`config.mk`:
```
export PLATFORM = sky130hd
export DESIGN_NAME = memJoin_flat
export DESIGN_NICKNAME = d
export VERILOG_FILES = /design/src/verilog/memBusPkg.sv /design/src/verilog/memBusIf.sv /design/src/verilog/memJoin.sv /design/src/flat_wrapper.sv
export SDC_FILE = /design/constraint.sdc
export NUM_CORES = 1
export LEC_CHECK = 0
export BUFFER_PORTS_ARGS = -buffer_cell sky130_fd_sc_hd__buf_2
export CAP_MARGIN = 15
export CORE_AREA = 2 2 121 123
export DETAILED_ROUTE_END_ITERATION = 7
export DIE_AREA = 0 0 123 125
export PLACE_DENSITY = 0.8
export SLEW_MARGIN = 30
export SYNTH_ARGS = -nofsm -noshare
export SYNTH_HDL_FRONTEND = slang
export SYNTH_SLANG_ARGS = --single-unit
```
`constraint.sdc`:
```
create_clock -name clock -period 1.8 [get_ports clock]
set_clock_uncertainty 0.15 [all_clocks]
set_input_delay 0.09 -clock clock [delete_from_list [all_inputs] [get_ports clock]]
set_output_delay 0.09 -clock clock [all_outputs]
set_load 0.05 [all_outputs]
```
`src/verilog/memBusPkg.sv`:
```
`default_nettype none

package memBusPkg;

	// widths of the shared bus
	typedef logic [31:0] dataWord;
	typedef logic [15:0] wordAddr;
	typedef logic [4:0]  opmCode;
	typedef logic [1:0]  okCode;
	typedef logic [15:0] busExcWord;
	typedef logic [3:0]  excTarget;
	typedef logic [7:0]  excCause;

	// operation codes driven by a client
	localparam opmCode OPM_READY = 5'h00;
	localparam opmCode OPM_LOAD  = 5'h0B;
	localparam opmCode OPM_STORE = 5'h13;

	// acknowledge codes driven by the memory
	localparam okCode OK_READY = 2'b00;
	localparam okCode OK_OK    = 2'b01;
	localparam okCode OK_HOLD  = 2'b10;
	localparam okCode OK_FAULT = 2'b11;

	// exception word layout
	localparam int EXC_VALID_BIT = 15;
	localparam int EXC_TGT_HI    = 11;
	localparam int EXC_TGT_LO    = 8;
	localparam int EXC_CAUSE_HI  = 7;
	localparam int EXC_CAUSE_LO  = 0;

	// routable exception targets
	localparam excTarget EXC_TGT_C1A = 4'h0;
	localparam excTarget EXC_TGT_C1B = 4'h1;
	localparam excTarget EXC_TGT_C2  = 4'h2;
	localparam excTarget EXC_TGT_ALL = 4'hF;

	localparam excCause EXC_CAUSE_RANGE = 8'h21;

	// backing store size
	localparam int MEM_WORDS     = 256;
	localparam int MEM_ADDR_BITS = $clog2(MEM_WORDS);

	typedef enum logic [1:0] {JOIN_IDLE, GRANT1, GRANT2} joinState;
	typedef enum logic [1:0] {STORE_IDLE, WAIT, DONE} storeState;

endpackage

`default_nettype wire

```
`src/verilog/memBusIf.sv`:
```
`timescale 1ns/1ps
`default_nettype none

interface memBusIf import memBusPkg::*; ();

	// client to memory
	dataWord   outData;
	wordAddr   addr;
	opmCode    opm;

	// memory to client
	dataWord   inData;
	okCode     ok;
	busExcWord busExc;

	modport client
	(
		output outData, addr, opm,
		input  inData, ok, busExc
	);

	modport memory
	(
		input  outData, addr, opm,
		output inData, ok, busExc
	);

endinterface

`default_nettype wire

```
`src/verilog/memJoin.sv`:
```
`timescale 1ns/1ps
`default_nettype none

module memJoin import memBusPkg::*;
(
	input logic      clock,
	input logic      reset,
	memBusIf.memory  cl1,
	memBusIf.memory  cl2,
	memBusIf.client  mem
);

	joinState  state;
	joinState  nextState;
	logic      prio;

	// memory side inputs registered on entry
	dataWord   memInDataR;
	okCode     memOkR;
	busExcWord memBusExcR;

	// next values and exit registers toward the memory
	dataWord   memOutDataN;
	wordAddr   memAddrN;
	opmCode    memOpmN;
	dataWord   memOutDataR;
	wordAddr   memAddrR;
	opmCode    memOpmR;

	// next values and exit registers toward the clients
	okCode     cl1OkN;
	okCode     cl2OkN;
	busExcWord cl1BusExcN;
	busExcWord cl2BusExcN;
	dataWord   cl1InDataR;
	dataWord   cl2InDataR;
	okCode     cl1OkR;
	okCode     cl2OkR;
	busExcWord cl1BusExcR;
	busExcWord cl2BusExcR;

	logic      cl1Req;
	logic      cl2Req;

	assign cl1Req = (cl1.opm != OPM_READY);
	assign cl2Req = (cl2.opm != OPM_READY);

	always_comb
	begin
		nextState   = state;
		// the client that is not granted waits on hold
		cl1OkN      = (state == GRANT2) ? OK_HOLD : OK_READY;
		cl2OkN      = (state == GRANT1) ? OK_HOLD : OK_READY;
		memOutDataN = '0;
		memAddrN    = '0;
		memOpmN     = OPM_READY;

		case (state)
			GRANT1:
			begin
				cl1OkN      = memOkR;
				memOutDataN = cl1.outData;
				memAddrN    = cl1.addr;
				memOpmN     = cl1.opm;
				if (!cl1Req && (memOkR == OK_READY))
					nextState = JOIN_IDLE;
			end
			GRANT2:
			begin
				cl2OkN      = memOkR;
				memOutDataN = cl2.outData;
				memAddrN    = cl2.addr;
				memOpmN     = cl2.opm;
				if (!cl2Req && (memOkR == OK_READY))
					nextState = JOIN_IDLE;
			end
			default:
			begin
				// client 2 only wins a tie on the priority phase
				if (cl1Req && !(cl2Req && prio))
					nextState = GRANT1;
				else if (cl2Req)
					nextState = GRANT2;
			end
		endcase
	end

	// exception steering by target field
	always_comb
	begin
		cl1BusExcN = '0;
		cl2BusExcN = '0;
		if (memBusExcR[EXC_VALID_BIT])
		begin
			case (excTarget'(memBusExcR[EXC_TGT_HI:EXC_TGT_LO]))
				EXC_TGT_C1A, EXC_TGT_C1B:
					cl1BusExcN = memBusExcR;
				EXC_TGT_C2:
					cl2BusExcN = memBusExcR;
				EXC_TGT_ALL:
				begin
					cl1BusExcN = memBusExcR;
					cl2BusExcN = memBusExcR;
				end
				default:
				begin
				end
			endcase
		end
	end

	always_ff @(posedge clock)
	begin
		prio <= !prio;
		if (reset)
		begin
			state      <= JOIN_IDLE;
			memOkR     <= OK_READY;
			memBusExcR <= '0;
			memOpmR    <= OPM_READY;
			cl1OkR     <= OK_READY;
			cl2OkR     <= OK_READY;
			cl1BusExcR <= '0;
			cl2BusExcR <= '0;
		end
		else
		begin
			state      <= nextState;
			memOkR     <= mem.ok;
			memBusExcR <= mem.busExc;
			memOpmR    <= memOpmN;
			cl1OkR     <= cl1OkN;
			cl2OkR     <= cl2OkN;
			cl1BusExcR <= cl1BusExcN;
			cl2BusExcR <= cl2BusExcN;
		end
	end

	always_ff @(posedge clock)
	begin
		memInDataR  <= mem.inData;
		memOutDataR <= memOutDataN;
		memAddrR    <= memAddrN;
		// load data goes to both clients
		cl1InDataR  <= memInDataR;
		cl2InDataR  <= memInDataR;
	end

	assign mem.outData = memOutDataR;
	assign mem.addr    = memAddrR;
	assign mem.opm     = memOpmR;

	assign cl1.inData  = cl1InDataR;
	assign cl1.ok      = cl1OkR;
	assign cl1.busExc  = cl1BusExcR;
	assign cl2.inData  = cl2InDataR;
	assign cl2.ok      = cl2OkR;
	assign cl2.busExc  = cl2BusExcR;

endmodule

`default_nettype wire

```
`src/flat_wrapper.sv`:
```
// flat-port wrapper written by rule: the top's interface ports become plain ports
module memJoin_flat import memBusPkg::*;
  (clock, reset, cl1_outData, cl1_addr, cl1_opm, cl1_inData, cl1_ok, cl1_busExc, cl2_outData, cl2_addr, cl2_opm, cl2_inData, cl2_ok, cl2_busExc, mem_outData, mem_addr, mem_opm, mem_inData, mem_ok, mem_busExc);
  memBusIf cl1_i ();
  memBusIf cl2_i ();
  memBusIf mem_i ();
  input logic clock;
  input logic reset;
  input wire logic [$bits(cl1_i.outData)-1:0] cl1_outData;
  input wire logic [$bits(cl1_i.addr)-1:0] cl1_addr;
  input wire logic [$bits(cl1_i.opm)-1:0] cl1_opm;
  output wire logic [$bits(cl1_i.inData)-1:0] cl1_inData;
  output wire logic [$bits(cl1_i.ok)-1:0] cl1_ok;
  output wire logic [$bits(cl1_i.busExc)-1:0] cl1_busExc;
  input wire logic [$bits(cl2_i.outData)-1:0] cl2_outData;
  input wire logic [$bits(cl2_i.addr)-1:0] cl2_addr;
  input wire logic [$bits(cl2_i.opm)-1:0] cl2_opm;
  output wire logic [$bits(cl2_i.inData)-1:0] cl2_inData;
  output wire logic [$bits(cl2_i.ok)-1:0] cl2_ok;
  output wire logic [$bits(cl2_i.busExc)-1:0] cl2_busExc;
  output wire logic [$bits(mem_i.outData)-1:0] mem_outData;
  output wire logic [$bits(mem_i.addr)-1:0] mem_addr;
  output wire logic [$bits(mem_i.opm)-1:0] mem_opm;
  input wire logic [$bits(mem_i.inData)-1:0] mem_inData;
  input wire logic [$bits(mem_i.ok)-1:0] mem_ok;
  input wire logic [$bits(mem_i.busExc)-1:0] mem_busExc;
  assign cl1_i.outData = cl1_outData;
  assign cl1_i.addr = cl1_addr;
  assign cl1_i.opm = cl1_opm;
  assign cl1_inData = cl1_i.inData;
  assign cl1_ok = cl1_i.ok;
  assign cl1_busExc = cl1_i.busExc;
  assign cl2_i.outData = cl2_outData;
  assign cl2_i.addr = cl2_addr;
  assign cl2_i.opm = cl2_opm;
  assign cl2_inData = cl2_i.inData;
  assign cl2_ok = cl2_i.ok;
  assign cl2_busExc = cl2_i.busExc;
  assign mem_outData = mem_i.outData;
  assign mem_addr = mem_i.addr;
  assign mem_opm = mem_i.opm;
  assign mem_i.inData = mem_inData;
  assign mem_i.ok = mem_ok;
  assign mem_i.busExc = mem_busExc;
  memJoin u_core (.clock(clock), .reset(reset), .cl1(cl1_i), .cl2(cl2_i), .mem(mem_i));
endmodule
```
==> flow_summary.yaml, run 1 <==
cells_and_area:
  antenna_cells: 0
  drive_gt1_share_pct: 41.5
  final_cell_mix: "buf_2 (310), dfxtp_1 (172), dlygate4sd3_1 (160), a22oi_1 (53), nor2_1 (51)"
  final_cell_count_no_fill: 1061
  fillers: 1032
  syn2layout_area_growth_pct: 76.6
  final_common_cell: "buf_2"
  nets: 1024
worst_setup_path:
  crit_required_ns: 1.95
  endpoint_kind: "flop"
  crit_type: "reg2reg"
  cp.arrival_ns: 1.95
  start_kind: "flop"
  cp_max_fo: 3
floorplan:
  die_y_um: 125
  io_pins: 311
  die_w_um: 123
  rows: 44
  dieArea_um2: 15400
  core_um2: 14200
  start_util_pct: 35.0
timing:
  tightest_slew_ns: 0.436
  finalHoldViolations: 0
  drv_slew: 0
  finalCritPeriodShare_pct: 99.9
  rsz0062_at_grt: "yes"
  setup_violations: 0
  timing.hold.ws_ns: 0.126
  fin_crit_ns: 1.80
  max_freq_ghz: 0.556
  max-slew-margin-rel_pct: 71.0
logic_synthesis:
  ys_types: 30
  synth_area_per_cell_um2: 11.9
  syn_nets: 578
  synthCells: 418
  synth-seq-area-share_pct: 70.1
  ys_ff_latch: 174
  synth_area_um2: 4970
  yosys_warnings: 0
clocking:
  numCtsBuffers: 17
  cts_tree: "yes"
  path_clk_slew_ns: 0.07
  h-tree-depth: 4
  ctsLongestPathBuffers: 2
  insertion_delay_ns: 0.41
  cts.sinks: 174
  cts_root_buf: "clkbuf_16"
  post_cts_buffers: 0
run_status:
  status: "complete, no violations"
drt:
  drt_iter0_drc: 265
  num_vias: 4862
  ant_nets: 0
  drc: 0
  first_pass_iters: 6
  vias_per_cell: 4.58
  wirelength_um: 17100
  drt-wirelength-per-cell_um: 16.1
worst_hold_path:
  hp-class: "in2reg"
pwr:
  irDropWorstVdd_v: 0.000700
  p_per_area_nw_per_um2: 1140
  leakage_nw: 4.20
  power.total_mw: 10.0
global_route:
  grt_util_all_layers_pct: 21.5
  grt_pass1_wl_um: 25200
  grt_pass1_vias: 4967
  grt_overflow_total: 0
  grt_start_max_net_pins: 57
  antenna_found_initial: 0
place:
  place_congestion: 0.744
  place_inst: 869
  place.port_buffers: 310
  hpwl_um: 9520
job:
  cap_viol_max_count: 0
[through the flow]
step / setup TNS (ns) / setup slack (ns) / instance area, um^2 / utilization (%)
2_1_floorplan: 0 / 0.00207 / 4990 / -
3_3_place_gp: -0.197 / -0.126 / 6540 / 46.0
3_5_place_dp: -0.275 / -0.166 / 6540 / 46.0
4_1_cts: 0 / 0.00830 / 8770 / 61.7
5_1_grt: -0.0261 / -0.0261 / 8770 / 61.8
6_report: 0 / 0.00113 / 8770 / 61.8
[what timing repair did]
action,CTS,global route
pin swaps,1,0
gates resized for setup,0,2
hold buffers,160,0
endpoints found under the setup margin,1,46
hold endpoints to repair,106,0
[metal layers]
layer / global-route usage, % / routed length [um] / vias up
met5: 0 / 0 / -
met4: 8.16 / 426 / 0
met3: 8.17 / 1680 / 42
met2: 38.6 / 8750 / 319
met1: 22.5 / 6200 / 2247
li1: - / - / 2254
[registers in the layout, summed over array words and instances, names as in the netlist]
name and cells:
u_core.cl1.busExc 16, u_core.cl1.inData 32, u_core.cl1.ok 2, u_core.cl2.busExc 16, u_core.cl2.ok 2, u_core.mem.addr 16, u_core.mem.opm 5, u_core.mem.outData 32
u_core.memBusExcR 16, u_core.memInDataR 32, u_core.memOkR 2, u_core.prio 1, u_core.state 2
[critical path: stages, from the launching register on]
cell	delay [ns]
dfxtp_2	0.35
inv_1	0.05
ha_2	0.18
or3_4	0.33
o311a_4	0.32
mux2_4	0.30
[where the power goes]
part | internal, mW | switching [mW]
logic | 0.719 | 1.37
clock network | 2.26 | 1.53
registers | 4.09 | 0.0802
[cells in the mapped netlist]
cell / number / area [um^2]
nor3_1: 5 / 25.0
o41ai_1: 2 / 17.5
or3_2: 1 / 7.51
or2_1: 1 / 6.26
or4_4: 1 / 11.3
o311a_2: 1 / 11.3
buf_1: 4 / 15.0
buf_4: 32 / 240
clkbuf_1: 20 / 75.1
nand4_1: 1 / 6.26
nor2_1: 51 / 191
nand3_1: 2 / 10.0
o21ai_0: 1 / 5.00
and3b_1: 2 / 17.5
nand2b_1: 1 / 6.26
inv_1: 3 / 11.3
nor2b_1: 19 / 119
and2_1: 29 / 181
ha_1: 2 / 25.0
or3_1: 2 / 12.5
mux2_4: 1 / 15.0
dfxtp_1: 174 / 3480
or2_2: 1 / 6.26
a21boi_0: 1 / 7.51
nor3b_1: 1 / 7.51
a21oi_1: 2 / 10.0
mux2i_1: 3 / 30.0
o31a_1: 1 / 8.76
a22oi_1: 53 / 398
nand3b_1: 1 / 7.51
[path summary, 6_finish.rpt]
path                                            from                   end  slack [ns]  cells after the start
worst max-delay path                 u_core.state[0]       u_core.state[1]       0.001                      5
worst min register to register  u_core.memInDataR[8]  u_core.cl1.inData[8]        0.17                      0
worst min-delay path                      cl2_opm[1]       u_core.state[0]        0.13                      6
worst max register to register       u_core.state[0]       u_core.state[1]       0.001                      5
[area by class of cell]
class | instances | area (um^2) | area share [%]
sequential | 174 | 3490 | 39.7
timing repair buffer | 483 | 3260 | 37.1
multi-input combinational | 185 | 1160 | 13.2
clock buffer | 19 | 443 | 5.05
tap | 184 | 230 | 2.62
clock inverter | 13 | 183 | 2.08
inverter | 3 | 11.3 | 0.128
[kinds of logic after synthesis]
family	count (synthesis)	synth area share [%]
flip-flops	174	70.1
buffers and inverters	59	6.87
AND/OR/NAND/NOR	118	12.4
adder cells (fa/ha/maj)	2	0.504
multiplexers	4	0.907
AO/OA/AOI/OAI	61	9.22
Note: power is estimated with default switching activity, not from simulation.
==> inputs of run 2 (changes only) <==
CORE_AREA = 2 2 122 124   (was 2 2 121 123)
DIE_AREA = 0 0 124 126   (was 0 0 123 125)
PLACE_DENSITY = 0.76   (was 0.8)
clock period = 2.25 ns   (was 1.8 ns; I/O delays follow)
==> run 2 against run 1 <==
- cell count fell by 0.66%
- clock-buffer cell count did not move
- worst hold slack got worse by 0.036 ns
- die area rose by 1.6%
- total power fell by 21%
- clock power fell by 26%
- via count fell by 1.4%
- sequential cell count did not move
- critical path type is now in2reg
- critical endpoint unchanged
==> flow_summary.yaml, run 2 (synthesis gave the netlist of run 1 again) <==
cells_and_area:
  nets: 1018
  syn2layout_area_growth_pct: 74.4
  fin_area_um2: 8670
  drive_gt1_share_pct: 40.7
  antenna_cells: 0
  final_cell_mix: "buf_2 (310), dfxtp_1 (174), dlygate4sd3_1 (160), a22oi_1 (53), nor2_1 (51)"
  final_common_cell: "buf_2"
timing:
  setup_violations: 0
  rsz0062_at_grt: "no"
  finalHoldViolations: 0
  finalCritPeriodShare_pct: 98.3
  drv_slew: 0
  tightest_slew_ns: 0.381
  timing.hold.ws_ns: 0.0903
  max_freq_ghz: 0.452
  max-slew-margin-rel_pct: 74.6
  setup_ws_ns: 0.0383
  fin_crit_ns: 2.21
  tns_ns: 0
worst_hold_path:
  hp-class: "in2reg"
  holdCritStartpoint: "cl1_opm[4]"
  hold-path-cell-count: 4
drt:
  vias_per_cell: 4.55
  first_pass_iters: 5
  drc: 0
  drt-wirelength-per-cell_um: 15.6
  num_vias: 4793
  drt_iter0_drc: 216
  ant_nets: 0
  wirelength_um: 16400
worst_setup_path:
  cp.arrival_ns: 2.36
  setup.worst_path.start: "cl1_opm[3]"
  cp.depth: 6
  crit_required_ns: 2.40
  crit_type: "in2reg"
  crit_buf_inv: 2
  start_kind: "input port"
  cp_max_fo: 3
  critical_path.top_delay_family: "simple AND/OR/NAND/NOR gates"
  slowest_stage: "dlygate4sd3_1"
  crit_chain: "dlygate4sd3_1, buf_2, or4_4, or2_1, o311a_2, mux2_4"
  r2r_start: "u_core.state[0]"
  rr_worst_depth: 6
  max_stage_delay_ns: 0.53
  endpoint_kind: "flop"
run_status:
  status: "complete, no violations"
place:
  place_ws_ns: 0.245
  hpwl_um: 9330
  place_area_um2: 6480
  place_congestion: 0.803
  place.port_buffers: 310
floorplan:
  die_y_um: 126
  rows: 44
  die_w_um: 124
  io_pins: 311
  start_util_pct: 34.7
  dieArea_um2: 15600
  core_um2: 14300
global_route:
  antenna_found_initial: 0
  grt_util_all_layers_pct: 20.8
  grt_pass1_vias: 4978
  grt_overflow_total: 0
  grt_pass1_wl_um: 24500
  grt_start_max_net_pins: 58
clocking:
  path_clk_slew_ns: 0.06
  insertion_delay_ns: 0.41
  cts_tree: "yes"
  cts_root_buf: "clkbuf_16"
  numCtsBuffers: 17
  ctsLongestPathBuffers: 2
  h-tree-depth: 4
  post_cts_buffers: 0
  cts.sinks: 174
pwr:
  power.total_mw: 7.96
  leakage_nw: 4.05
  irDropWorstVdd_v: 0.000598
  p_per_area_nw_per_um2: 918
job:
  cap_viol_max_count: 0
-- run 2: final cells by class --
| type | instances | area [um^2] |
|---|---|---|
| timing repair buffer | 477 | 3220 |
| clock inverter | 12 | 131 |
| clock buffer | 19 | 443 |
| tap | 184 | 230 |
| fill | 1079 | 5650 |
| multi-input combinational | 185 | 1150 |
| inverter | 3 | 11.3 |
| sequential | 174 | 3480 |
-- run 2: through the flow --
stage | cells | utilization (%)
after floorplan | 418 | -
after global placement | 863 | 45.3
after detailed placement | 863 | 45.3
after CTS | 1054 | 60.5
after global routing | 1054 | 60.6
final | 1054 | 60.6
-- run 2: power by group --
part	total [mW]	switching [mW]	internal [mW]
combinational	1.81	1.11	0.699
sequential	3.34	0.0687	3.27
clock	2.82	1.23	1.58
total	7.96	2.41	5.55
-- run 2: worst paths after layout --
kind	endpoint	slack, ns
max	u_core.state[1]	0.04
min	u_core.state[0]	0.09
max reg2reg	u_core.mem.opm[4]	0.13
min reg2reg	u_core.cl1.inData[18]	0.17
-- run 2: worst reg2reg max path: cells and delay by family (launching register included) --
family	cells	cell delay [ns]
buffers and inverters	3	0.99
DFF	1	0.33
adders and majority gates	1	0.19
and+or+nand+nor	1	0.19
AOI/OAI and AO/OA	1	0.17
-- run 2: timing repair --
item                                    CTS  global route
endpoints found under the setup margin    0            48
hold buffers                            160             0
hold endpoints to repair                105             0
resized for setup                         0             5
-- run 2: layer usage --
layer	up-vias	track usage (%)	wire length (um)
li1	2239	-	-
met1	2161	20.9	5800
met2	324	36.5	8260
met3	69	6.93	1560
met4	0	13.1	827
met5	-	0	0
==> inputs of run 3 (changes only) <==
CORE_AREA = 2 2 121 123   (was 2 2 122 124)
DIE_AREA = 0 0 123 125   (was 0 0 124 126)
PLACE_DENSITY = 0.8   (was 0.76)
clock period = 2 ns   (was 2.25 ns; I/O delays follow)
==> run 3 against run 2 <==
- the flow now finishes with violations (negative setup slack)
- critical path depth unchanged
- critical path type unchanged
- utilization grew 1.7 points
- global-route usage grew 2.2 points
- combinational power is 6% higher
- highest routed layer unchanged
- design area rose by 2.0%
- setup slack worse by 0.044 ns
- sequential share of layout area decreased by 0.79 points
- register-to-register slack lost 0.03 ns
==> flow_summary.yaml, run 3 (synthesis gave the netlist of run 1 again) <==
cells_and_area:
  nets: 1029
  antenna_cells: 0
  final_core_util_pct: 62.3
  final_cell_count_no_fill: 1065
  drive_gt1_share_pct: 40.7
  ff_latch_area_um2: 3480
  fillers: 1016
  final_common_cell: "buf_2"
  fin_area_um2: 8840
  final_cell_mix: "buf_2 (310), dfxtp_1 (173), dlygate4sd3_1 (171), a22oi_1 (53), nor2_1 (51)"
  syn2layout_area_growth_pct: 78.0
  multi_input_area_um2: 1180
global_route:
  grt_pass1_vias: 5106
  grt_util_all_layers_pct: 23.0
  grt_overflow_total: 0
  grt_pass1_wl_um: 26600
  antenna_found_initial: 0
  grt_start_max_net_pins: 58
clocking:
  cts_root_buf: "clkbuf_16"
  h-tree-depth: 4
  cts.sinks: 174
  insertion_delay_ns: 0.42
  ctsLongestPathBuffers: 2
  cts_tree: "yes"
  path_clk_slew_ns: 0.07
  post_cts_buffers: 0
  numCtsBuffers: 17
timing:
  drv_slew: 0
  tightest_slew_ns: 0.461
  finalHoldViolations: 0
  setup_violations: 1
  finalCritPeriodShare_pct: 100
  max-slew-margin-rel_pct: 69.3
  setup_ws_ns: -0.00587
  max_freq_ghz: 0.499
  fin_crit_ns: 2.01
worst_setup_path:
  crit_type: "in2reg"
  start_kind: "input port"
  rr_worst_depth: 6
  endpoint_kind: "flop"
  crit_required_ns: 2.16
  cp_max_fo: 3
  cp.arrival_ns: 2.17
floorplan:
  io_pins: 311
  dieArea_um2: 15400
  start_util_pct: 35.0
  core_um2: 14200
  die_w_um: 123
  die_y_um: 125
  rows: 44
drt:
  vias_per_cell: 4.66
  drc: 0
  drt-wirelength-per-cell_um: 17.0
  wirelength_um: 18100
  drt_iter0_drc: 261
  num_vias: 4960
  first_pass_iters: 5
  ant_nets: 0
place:
  place_area_um2: 6480
  place_inst: 863
  place_ws_ns: 0.00813
  place_congestion: 0.885
  hpwl_um: 9900
  place.port_buffers: 310
pwr:
  power.share.combinational_pct: 21.2
  power_frac_clock_pct: 37.3
  pwr-share-seq_pct: 41.6
  p_sw_share_pct: 30.3
  power.net_switching_mw: 2.74
  irDropWorstVdd_v: 0.000545
  power.total_mw: 9.04
  p_per_area_nw_per_um2: 1020
  leakage_nw: 4.24
  internal-power_mw: 6.30
job:
  cap_viol_max_count: 0
run_status:
  status: "complete, but fails checks"
  failed_checks: "negative setup slack"
worst_hold_path:
  hp-class: "in2reg"
  hold-path-cell-count: 2
[run 3: final timing paths]
kind | slack (ns) | to | startpoint
max reg2reg | 0.10 | u_core.state[1] | u_core.state[1]
max | -0.006 | u_core.state[1] | cl1_opm[1]
min reg2reg | 0.18 | u_core.cl1.inData[28] | u_core.memInDataR[28]
min | 0.01 | u_core.memBusExcR[0] | reset
[run 3: stage by stage]
stage | hold slack (ns) | TNS, ns
floorplan | -0.0223 | 0
global placement | 0.0527 | 0
detailed placement | 0.0536 | 0
CTS | 0.00514 | 0
global route | 0.0118 | -0.000705
finish | 0.0113 | -0.00587
[run 3: power groups by stage]
stage | clock network [mW] | registers (mW) | logic (mW)
floorplan | 0 | 4.34 | 0.592
global placement | 0 | 3.82 | 1.53
detailed placement | 0 | 3.83 | 1.54
CTS | 3.43 | 3.76 | 1.80
global route | 3.59 | 3.78 | 1.99
finish | 3.37 | 3.76 | 1.91
[run 3: timing repair]
item                       CTS  global route
cloned                       0             0
setup endpoints to repair    1             1
hold buffers               171             0
resized for setup            1             7
hold endpoints to repair   103             0
pin swaps                    0             1
[run 3: layout make-up]
cell class                      instances  area share, %
Sequential cell                       174           39.4
Timing Repair Buffer                  488           37.6
Multi-Input combinational cell        185           13.3
Clock buffer                           20           5.28
Tap cell                              184           2.60
Clock inverter                         11           1.67
Inverter                                3          0.127
[run 3: critical path: stages]
cell	delay, ns
dlygate4sd3_1	0.53
buf_2	0.14
or4_4	0.44
or2_4	0.27
o311a_4	0.39
mux2_4	0.30
[run 3: layer usage]
layer	track usage (%)	part of all wire [%]	wire [um]	vias up
li1	-	-	-	2267
met1	24.4	35	6360	2245
met2	38.5	48	8660	367
met3	7.30	10	1890	81
met4	15.9	6.3	1150	0
met5	0	0	0	-
